[src/common/trainer_consts.svh]
`ifndef TRAINER_CONSTS_SVH
`define TRAINER_CONSTS_SVH

// key must stay low this many clk18 cycles before it counts as a press
// 10800 cycles at 18 MHz is roughly 0.6 ms of stable contact
`define DEBOUNCE_CYCLES 10800

// program memory geometry
`define MEM_DEPTH 32
`define ADDR_W 5

// blink counter bit that gates the digits while halted
// bit 22 at 18 MHz gives a blink period of about half a second
`define BLINK_BIT 22

`endif
[src/common/cpuTrainerPkg.sv]
package cpuTrainerPkg;

`include "trainer_consts.svh"

    // 3-bit instruction set of the accumulator CPU
    typedef enum logic [2:0] {
        LDA = 3'd0,     // acc = mem[a]
        ADD = 3'd1,     // acc = acc + mem[a]
        SUB = 3'd2,     // acc = acc - mem[a]
        STA = 3'd3,     // mem[a] = acc
        OUT = 3'd4,     // outReg = acc
        JMP = 3'd5,     // pc = a
        JZ  = 3'd6,     // pc = a when acc is zero
        HLT = 3'd7      // stop
    } opcode_t;

    typedef struct packed {
        opcode_t               op;
        logic [`ADDR_W-1:0]    addr;
    } instrFields_t;

    // one memory byte, seen as an instruction or as an operand
    typedef union packed {
        instrFields_t instr;
        logic [7:0]   data;
    } progWord_t;

    typedef enum logic [1:0] {
        EDIT   = 2'd0,
        RUN    = 2'd1,
        HALTED = 2'd2
    } trainerState_t;

    typedef struct packed {
        logic [3:0] d3;     // leftmost digit
        logic [3:0] d2;
        logic [3:0] d1;
        logic [3:0] d0;
    } digitBundle_t;

endpackage

[src/common/progBusIf.sv]
`timescale 1ns/1ps

`include "trainer_consts.svh"

// one port of the program RAM
// rdData returns the word at the address sampled on the previous edge
interface progBusIf;

    logic [`ADDR_W-1:0]      addr;
    logic                    we;
    cpuTrainerPkg::progWord_t wrData;
    cpuTrainerPkg::progWord_t rdData;

    modport master (
        output addr,
        output we,
        output wrData,
        input  rdData
    );

    modport memory (
        input  addr,
        input  we,
        input  wrData,
        output rdData
    );

endinterface

[src/verilog/cpuTrainerTop.sv]
`timescale 1ns/1ps

`include "trainer_consts.svh"

module cpuTrainerTop #(
    parameter int debounceCycles = `DEBOUNCE_CYCLES,
    parameter int blinkBit       = `BLINK_BIT
) (
    input  logic       clk18,
    input  logic       rstN,
    input  logic [3:0] keys,
    input  logic [9:0] sw,
    output logic [6:0] hex0,
    output logic [6:0] hex1,
    output logic [6:0] hex2,
    output logic [6:0] hex3,
    output logic [7:0] ledg,
    output logic [9:0] ledr
);

    logic [3:0]                   keyPress;
    logic                         start;
    logic                         halted;
    cpuTrainerPkg::trainerState_t state;
    logic [4:0]                   editPtr;
    logic [7:0]                   acc;
    logic [7:0]                   outReg;

    progBusIf editBus ();
    progBusIf cpuBus ();

    keyDebounce #(.holdCycles(debounceCycles)) uKeyDebounce (
        .clk18    (clk18),
        .rstN     (rstN),
        .keys     (keys),
        .keyPress (keyPress)
    );

    trainerControl uTrainerControl (
        .clk18    (clk18),
        .rstN     (rstN),
        .editMode (sw[0]),
        .swData   (sw[9:2]),
        .keyPress (keyPress),
        .halted   (halted),
        .start    (start),
        .state    (state),
        .editPtr  (editPtr),
        .editBus  (editBus.master)
    );

    progMem uProgMem (
        .clk18   (clk18),
        .rstN    (rstN),
        .editBus (editBus.memory),
        .cpuBus  (cpuBus.memory)
    );

    accCpu uAccCpu (
        .clk18  (clk18),
        .rstN   (rstN),
        .start  (start),
        .cpuBus (cpuBus.master),
        .acc    (acc),
        .outReg (outReg),
        .halted (halted)
    );

    segDisplay #(.blinkBit(blinkBit)) uSegDisplay (
        .clk18    (clk18),
        .rstN     (rstN),
        .state    (state),
        .showAddr (sw[1]),
        .swData   (sw[9:2]),
        .editPtr  (editPtr),
        .memWord  (editBus.rdData),   // word under the edit pointer
        .acc      (acc),
        .outReg   (outReg),
        .hex0     (hex0),
        .hex1     (hex1),
        .hex2     (hex2),
        .hex3     (hex3)
    );

    // switches echo in EDIT, CPU results otherwise
    assign ledr = (state == cpuTrainerPkg::EDIT) ? sw : {outReg, 1'b0, halted};
    assign ledg = (state == cpuTrainerPkg::EDIT) ? {4'b0000, ~keys} : acc;

endmodule

[src/verilog/segDisplay.sv]
`timescale 1ns/1ps

`include "trainer_consts.svh"

module segDisplay #(
    parameter int blinkBit = `BLINK_BIT
) (
    input  logic                          clk18,
    input  logic                          rstN,
    input  cpuTrainerPkg::trainerState_t  state,
    input  logic                          showAddr,   // sw[1]
    input  logic [7:0]                    swData,
    input  logic [4:0]                    editPtr,
    input  cpuTrainerPkg::progWord_t      memWord,
    input  logic [7:0]                    acc,
    input  logic [7:0]                    outReg,
    output logic [6:0]                    hex0,
    output logic [6:0]                    hex1,
    output logic [6:0]                    hex2,
    output logic [6:0]                    hex3
);

    logic [blinkBit:0]           blinkCnt;
    logic                        blank;
    cpuTrainerPkg::digitBundle_t digits;

    // active low segments, gfedcba
    function automatic logic [6:0] hexToSeg(input logic [3:0] nib);
        case (nib)
            4'h0: hexToSeg = 7'h40;
            4'h1: hexToSeg = 7'h79;
            4'h2: hexToSeg = 7'h24;
            4'h3: hexToSeg = 7'h30;
            4'h4: hexToSeg = 7'h19;
            4'h5: hexToSeg = 7'h12;
            4'h6: hexToSeg = 7'h02;
            4'h7: hexToSeg = 7'h78;
            4'h8: hexToSeg = 7'h00;
            4'h9: hexToSeg = 7'h10;
            4'hA: hexToSeg = 7'h08;
            4'hB: hexToSeg = 7'h03;
            4'hC: hexToSeg = 7'h46;
            4'hD: hexToSeg = 7'h21;
            4'hE: hexToSeg = 7'h06;
            default: hexToSeg = 7'h0E;
        endcase
    endfunction

    // restarts on entry to HALTED so the first phase is lit
    always_ff @(posedge clk18 or negedge rstN)
    begin
        if (!rstN)
        begin
            blinkCnt <= '0;
        end
        else if (state == cpuTrainerPkg::HALTED)
        begin
            blinkCnt <= blinkCnt + 1'b1;
        end
        else
        begin
            blinkCnt <= '0;
        end
    end

    always_comb
    begin
        if (state == cpuTrainerPkg::EDIT)
        begin
            {digits.d1, digits.d0} = swData;
            {digits.d3, digits.d2} = showAddr ? {3'b000, editPtr} : memWord.data;
        end
        else
        begin
            {digits.d1, digits.d0} = acc;
            {digits.d3, digits.d2} = outReg;
        end
    end

    assign blank = (state == cpuTrainerPkg::HALTED) && blinkCnt[blinkBit];

    assign hex0 = blank ? 7'h7F : hexToSeg(digits.d0);
    assign hex1 = blank ? 7'h7F : hexToSeg(digits.d1);
    assign hex2 = blank ? 7'h7F : hexToSeg(digits.d2);
    assign hex3 = blank ? 7'h7F : hexToSeg(digits.d3);

endmodule

[src/cpu/accCpu.sv]
`timescale 1ns/1ps

`include "trainer_consts.svh"

module accCpu (
    input  logic        clk18,
    input  logic        rstN,
    input  logic        start,
    progBusIf.master    cpuBus,
    output logic [7:0]  acc,
    output logic [7:0]  outReg,
    output logic        halted
);

    typedef enum logic [2:0] {
        IDLE,
        FETCH,
        DECODE,
        OPRD,       // wait for the operand byte
        EXEC
    } cpuPhase_t;

    cpuPhase_t                phase;
    logic [`ADDR_W-1:0]       pc;
    cpuTrainerPkg::progWord_t ir;
    cpuTrainerPkg::opcode_t   fetchedOp;

    assign fetchedOp = cpuBus.rdData.instr.op;

    // operand address held from DECODE until the instruction retires
    assign cpuBus.addr   = (phase == OPRD || phase == EXEC) ? ir.instr.addr : pc;
    assign cpuBus.we     = (phase == EXEC) && (ir.instr.op == cpuTrainerPkg::STA);
    assign cpuBus.wrData = cpuTrainerPkg::progWord_t'(acc);

    always_ff @(posedge clk18)
    begin
        if (phase == DECODE)
        begin
            ir <= cpuBus.rdData;
        end
    end

    always_ff @(posedge clk18 or negedge rstN)
    begin
        if (!rstN)
        begin
            phase  <= IDLE;
            pc     <= '0;
            acc    <= 8'h00;
            outReg <= 8'h00;
            halted <= 1'b0;
        end
        else if (start)
        begin
            phase  <= FETCH;
            pc     <= '0;
            acc    <= 8'h00;
            outReg <= 8'h00;
            halted <= 1'b0;
        end
        else
        begin
            case (phase)
                FETCH:  phase <= DECODE;
                DECODE:
                begin
                    pc <= pc + 1'b1;
                    if (fetchedOp == cpuTrainerPkg::LDA || fetchedOp == cpuTrainerPkg::ADD ||
                        fetchedOp == cpuTrainerPkg::SUB)
                    begin
                        phase <= OPRD;
                    end
                    else
                    begin
                        phase <= EXEC;
                    end
                end
                OPRD:   phase <= EXEC;
                EXEC:
                begin
                    phase <= FETCH;
                    case (ir.instr.op)
                        cpuTrainerPkg::LDA: acc <= cpuBus.rdData.data;  // word read as data
                        cpuTrainerPkg::ADD: acc <= acc + cpuBus.rdData.data;
                        cpuTrainerPkg::SUB: acc <= acc - cpuBus.rdData.data;
                        cpuTrainerPkg::OUT: outReg <= acc;
                        cpuTrainerPkg::JMP: pc <= ir.instr.addr;
                        cpuTrainerPkg::JZ:
                        begin
                            if (acc == 8'h00)
                            begin
                                pc <= ir.instr.addr;
                            end
                        end
                        cpuTrainerPkg::HLT:
                        begin
                            halted <= 1'b1;     // held until next start
                            phase  <= IDLE;
                        end
                        default: ;              // STA writes through cpuBus.we
                    endcase
                end
                default: phase <= IDLE;
            endcase
        end
    end

endmodule

[src/cpu/progMem.sv]
`timescale 1ns/1ps

`include "trainer_consts.svh"

module progMem (
    input  logic      clk18,
    input  logic      rstN,
    progBusIf.memory  editBus,
    progBusIf.memory  cpuBus
);

    cpuTrainerPkg::progWord_t mem [`MEM_DEPTH];

    // edit and CPU writes never coincide, the CPU only runs outside EDIT
    always_ff @(posedge clk18 or negedge rstN)
    begin
        if (!rstN)
        begin
            for (int i = 0; i < `MEM_DEPTH; i++)
            begin
                mem[i] <= '0;
            end
        end
        else if (cpuBus.we)
        begin
            mem[cpuBus.addr] <= cpuBus.wrData;
        end
        else if (editBus.we)
        begin
            mem[editBus.addr] <= editBus.wrData;
        end
    end

    // read before write on both ports
    always_ff @(posedge clk18)
    begin
        editBus.rdData <= mem[editBus.addr];
        cpuBus.rdData  <= mem[cpuBus.addr];
    end

endmodule

[src/verilog/trainerControl.sv]
`timescale 1ns/1ps

module trainerControl (
    input  logic                          clk18,
    input  logic                          rstN,
    input  logic                          editMode,   // sw[0]
    input  logic [7:0]                    swData,
    input  logic [3:0]                    keyPress,
    input  logic                          halted,
    output logic                          start,
    output cpuTrainerPkg::trainerState_t  state,
    output logic [4:0]                    editPtr,
    progBusIf.master                      editBus
);

    logic haltedQ;
    logic editing;

    assign editing = (state == cpuTrainerPkg::EDIT) && editMode;

    // the edit port always reads the word under the pointer
    assign editBus.addr   = editPtr;
    assign editBus.we     = editing && keyPress[0];
    assign editBus.wrData = cpuTrainerPkg::progWord_t'(swData);

    // mode state machine
    always_ff @(posedge clk18 or negedge rstN)
    begin
        if (!rstN)
        begin
            state   <= cpuTrainerPkg::EDIT;
            start   <= 1'b0;
            haltedQ <= 1'b0;
        end
        else
        begin
            haltedQ <= halted;
            start   <= 1'b0;
            if (editMode)
            begin
                state <= cpuTrainerPkg::EDIT;       // sw[0] wins from anywhere
            end
            else if (keyPress[3] && state != cpuTrainerPkg::RUN)
            begin
                start <= 1'b1;                      // run from address 0
                state <= cpuTrainerPkg::RUN;
            end
            else if (state == cpuTrainerPkg::RUN && halted && !haltedQ)
            begin
                state <= cpuTrainerPkg::HALTED;
            end
        end
    end

    // edit pointer, wraps modulo 32
    always_ff @(posedge clk18 or negedge rstN)
    begin
        if (!rstN)
        begin
            editPtr <= 5'd0;
        end
        else if (editing)
        begin
            if (keyPress[0] || keyPress[1])
            begin
                editPtr <= editPtr + 5'd1;          // after a write or forward
            end
            else if (keyPress[2])
            begin
                editPtr <= editPtr - 5'd1;
            end
        end
    end

endmodule

[src/verilog/keyDebounce.sv]
`timescale 1ns/1ps

`include "trainer_consts.svh"

module keyDebounce #(
    parameter int holdCycles = `DEBOUNCE_CYCLES
) (
    input  logic       clk18,
    input  logic       rstN,
    input  logic [3:0] keys,        // active low push buttons
    output logic [3:0] keyPress     // one pulse per accepted press
);

    localparam int cntW = $clog2(holdCycles + 1);

    localparam logic [cntW-1:0] cntMax  = cntW'(holdCycles);
    localparam logic [cntW-1:0] cntLast = cntW'(holdCycles - 1);

    logic [3:0]      keySync1;
    logic [3:0]      keySync2;
    logic [cntW-1:0] holdCnt [4];

    always_ff @(posedge clk18 or negedge rstN)
    begin
        if (!rstN)
        begin
            keySync1 <= 4'hF;               // buttons idle high
            keySync2 <= 4'hF;
            keyPress <= 4'h0;
            for (int i = 0; i < 4; i++)
            begin
                holdCnt[i] <= '0;
            end
        end
        else
        begin
            keySync1 <= keys;               // board pins are asynchronous
            keySync2 <= keySync1;
            for (int i = 0; i < 4; i++)
            begin
                if (keySync2[i])
                begin
                    holdCnt[i]  <= '0;      // released, rearm
                    keyPress[i] <= 1'b0;
                end
                else if (holdCnt[i] != cntMax)
                begin
                    holdCnt[i]  <= holdCnt[i] + 1'b1;
                    keyPress[i] <= (holdCnt[i] == cntLast);
                end
                else
                begin
                    keyPress[i] <= 1'b0;    // saturated until release
                end
            end
        end
    end

endmodule

[config.mk]
export PLATFORM = sky130hd
export DESIGN_NAME = cpuTrainerTop
export DESIGN_NICKNAME = d
export VERILOG_FILES = /design/src/common/cpuTrainerPkg.sv /design/src/common/progBusIf.sv /design/src/verilog/cpuTrainerTop.sv /design/src/verilog/segDisplay.sv /design/src/cpu/accCpu.sv /design/src/cpu/progMem.sv /design/src/verilog/trainerControl.sv /design/src/verilog/keyDebounce.sv
export VERILOG_INCLUDE_DIRS = /design/src /design/src/common
export SDC_FILE = /design/constraint.sdc
export NUM_CORES = 1
export LEC_CHECK = 0
export BUFFER_PORTS_ARGS = -buffer_cell sky130_fd_sc_hd__buf_4
export CAP_MARGIN = 20
export CORE_MARGIN = 2
export CORE_UTILIZATION = 25
export CTS_CLUSTER_SIZE = 10
export DETAILED_ROUTE_END_ITERATION = 10
export PLACE_DENSITY = 0.42
export SYNTH_ARGS = -nofsm -noshare
export SYNTH_HDL_FRONTEND = slang
export SYNTH_SLANG_ARGS = --single-unit
[constraint.sdc]
create_clock -name clk18 -period 3.7 [get_ports clk18]
set_input_delay 0.185 -clock clk18 [delete_from_list [all_inputs] [get_ports clk18]]
set_output_delay 0.185 -clock clk18 [all_outputs]
set_load 0.05 [all_outputs]
==> run_results.csv <==
group,metric,value,unit
status,status,"finished clean",
sta,setup_viol,0,
clock_tree,htreeDepth,2,
die,num_io_pins,62,
clock_tree,clock_path_buffers,3,
power,pwr-share-seq,45.7,%
clock_tree,cts_root_buf,"clkbuf_16",
final_layout,antenna_cells,0,
sta,worstMarginPinSlew,0.910,ns
sta,drv_slew,0,
die,die_w,315,µm
grt,grt_pass1_wl,146000,µm
route,routed_wl,101000,µm
power,p_int,7.38,mW
clock_tree,cts_setup_buffers,0,
final_layout,drive_gt1_share,20.3,%
sta,rsz0062_at_grt,"no",
placement,gp_congestion,0.976,
setup_path,path_max_fanout,29,
power,power.switching,2.42,mW
synth,synthCells,2300,
setup_path,crit_path_start_kind,"flop",
setup_path,required,4.17,ns
route,drt-initial-drc-count,1989,
setup_path,path_class,"flop to flop",
power,power_density,347,nW/µm²
sta,fmax,287,MHz
placement,portBuffers,61,
die,start_util,25.2,%
final_layout,nNetsFinal,2427,
final_layout,layout_commonest_cell,"dfrtp_1",
clock_tree,cts_buffers,50,
synth,avgSynthCellArea,10.5,µm²
power,swShare,24.7,%
job,maxCapViolations,0,
grt,grt_max_degree,106,
route,routedWlPerCell,27.5,µm
power,power.static_leakage,9.94,nW
route,postRouteAntennaNets,0,
grt,grtUsageTotal,19.9,%
synth,ys_types,82,
route,dr.pass1.iters,7,
sta,relSlewSlack,39.1,%
setup_path,slowest_stage,"nor4_1",
synth,synthesis.nets,2363,
route,drc_errors,0,
setup_path,worstSetupEndpointType,"flop",
synth,synth-edff-count,8,
die,rows,114,
clock_tree,clk_pin_slew,0.06,ns
synth,async_flop_share,94.1,%
clock_tree,cts_tree,"yes",
route,vias_per_cell,5.66,
sta,min_period,3.49,ns
setup_path,crit_path_cell_trace,"or3b_1 -> a2bb2oi_1 -> a21o_4 -> buf_12 -> buf_12 -> mux2i_1 -> o22ai_1 -> nor4_1 -> nand2_1",
synth,synth-seq-cells,405,
sta,hold_violations,0,
die,dieArea,99500,µm²
final_layout,final_cells,3673,
final_layout,mostFrequentLayoutCells,"dfrtp_1 (371), o22ai_1 (258), nand2_1 (180), mux2i_1 (141), nor2_1 (138)",
clock_tree,cts.sinks,405,
setup_path,slowest_delay,0.56,ns
grt,grt-ovfl-total,0,
die,die_y,315,µm
synth,yosys_warnings,0,
power,finalPower,9.80,mW
sta,setup_tns,0,ns
synth,mappedNetlistArea,24300,µm²
route,vias,20800,
grt,grt_antenna_before_repair,1,
sta,skew,0.0260,ns
placement,place_inst,3575,
die,core_region_area,96400,µm²
power,clockPowerShare,49.3,%
synth,seq_area_frac_synth,41.7,%
grt,grt_pass1_vias,20400,
power,power_frac_comb,5.0,%
synth,synth_ff_type,"dfrtp_1",
final_layout,syn2layout_area_growth,16.4,%
min_path,worstHoldPathType,"input pin to flop",
setup_path,crit_arrival,3.96,ns
sta,min_period_over_period,94.2,%
setup_path,crit_top_cell,"buf_12",
clock_tree,clock_latency,0.62,ns
power,vdd_drop_max,421,µV
placement,hpwlAfterDp,69700,µm
worst paths after layout:
path / endpoint / startpoint / depth (start not counted) / slack, ns
worst min-delay path: uProgMem.mem[199] / sw[9] / 3 / 0.03
worst max-delay path: uProgMem.cpuBus.rdData[5] / uAccCpu.phase[0] / 9 / 0.21
min in group asynchronous: uKeyDebounce.holdCnt[5] / rstN / 2 / 0.17
max in group asynchronous: uKeyDebounce.holdCnt[20] / rstN / 3 / 2.43
worst min register to register: uKeyDebounce.keySync2[3] / uKeyDebounce.keySync1[3] / 0 / 0.35
worst max register to register: uProgMem.cpuBus.rdData[5] / uAccCpu.phase[0] / 9 / 0.21
worst max-delay path: cells and delay by family, from the launching register on:
family	cells	cell delay, ns
AO/OA/AOI/OAI	3	0.72
multiplexers	1	0.38
flip-flops	1	0.54
AND/OR/NAND/NOR	3	1.10
buffers and inverters	2	0.54
kinds of logic (layout without fill, tap and decap cells):
group           count (synthesis)  in the layout  synth area share [%]
compound gates                621            621                  17.4
simple gates                  565            565                  11.5
flops                         405            405                  41.7
mux                           400            400                  20.8
buf+inv                       184            281                  3.33
xor+xnor                       78             78                  2.82
fa+ha+maj                      47             47                  2.49
cells in the mapped netlist (14+ instances only):
master	count	area share, %
mux2_2	135	6.3
and3_1	20	0.52
inv_1	32	0.50
dfxtp_1	16	1.3
nor3_1	17	0.35
nor2_1	139	2.2
nand2_1	180	2.8
nand2b_1	18	0.46
o22ai_1	258	6.7
nand3_1	46	0.95
mux2i_1	141	5.8
o211ai_1	18	0.56
mux4_2	64	5.9
o21ai_0	83	1.7
nand2_2	17	0.44
buf_2	33	0.68
xnor2_1	37	1.3
buf_4	18	0.56
a22oi_1	88	2.7
or3_1	14	0.36
dfrtp_1	373	38
mux2_1	60	2.8
nor4_1	25	0.64
clkbuf_1	87	1.3
xor2_1	41	1.5
a21oi_1	54	1.1
nand4_1	18	0.46
ha_1	45	2.3
per-layer routing:
layer / GRT usage (%) / vias up / wire length [µm]
met4: 8.13 / 0 / 4340
met1: 27.7 / 10700 / 44700
met3: 3.92 / 213 / 7890
met2: 30.2 / 1019 / 44100
met5: 0 / - / 0
li1: - / 8899 / -
metrics by stage:
step / utilization (%) / hold WS [ns] / setup WS, ns / area (µm²)
4_1_cts: 29.3 / 0.00362 / 0.0503 / 28200
6_report: 29.3 / 0.0264 / 0.214 / 28200
3_3_place_gp: 27.5 / 0.225 / 0.398 / 26500
5_1_grt: 29.3 / 0.0623 / 0.0976 / 28200
2_1_floorplan: - / -0.111 / 0.264 / 24300
3_5_place_dp: 27.5 / 0.229 / 0.347 / 26500
sequential cells by signal, indices dropped and copies added (netlist names):
signal                        flops
uAccCpu.acc                       8
uAccCpu.halted                    1
uAccCpu.ir                        8
uAccCpu.outReg                    8
uAccCpu.pc                        5
uAccCpu.phase                     3
uKeyDebounce.holdCnt             56
uKeyDebounce.keyPress             4
uKeyDebounce.keySync1             4
uKeyDebounce.keySync2             4
uProgMem.cpuBus.rdData            8
uProgMem.editBus.rdData           8
uProgMem.mem                    256
uSegDisplay.blinkCnt             23
uTrainerControl.editBus.addr      5
uTrainerControl.haltedQ           1
uTrainerControl.start             1
uTrainerControl.state             2
timing repair:
action,CTS,global route
hold endpoints to repair,85,0
pin swaps,0,0
gates resized for setup,1,2
setup endpoints to repair,1,6
hold buffers,13,0
power groups by stage:
stage	Sequential, mW	Clock (mW)	Combinational [mW]
after global routing	4.48	5.11	0.530
after global placement	4.56	0	0.477
final	4.48	4.83	0.491
after detailed placement	4.56	0	0.481
after CTS	4.48	4.93	0.493
after floorplan	4.55	0	0.225
area by class of cell:
type | count | area (µm²)
multi-input combinational | 1711 | 13400
sequential | 405 | 10100
fill | 10000 | 68200
timing repair buffer | 164 | 1480
clock buffer | 82 | 1540
clock inverter | 3 | 21.3
tap | 1276 | 1600
inverter | 32 | 120
(Power assumes the default switching activity.)
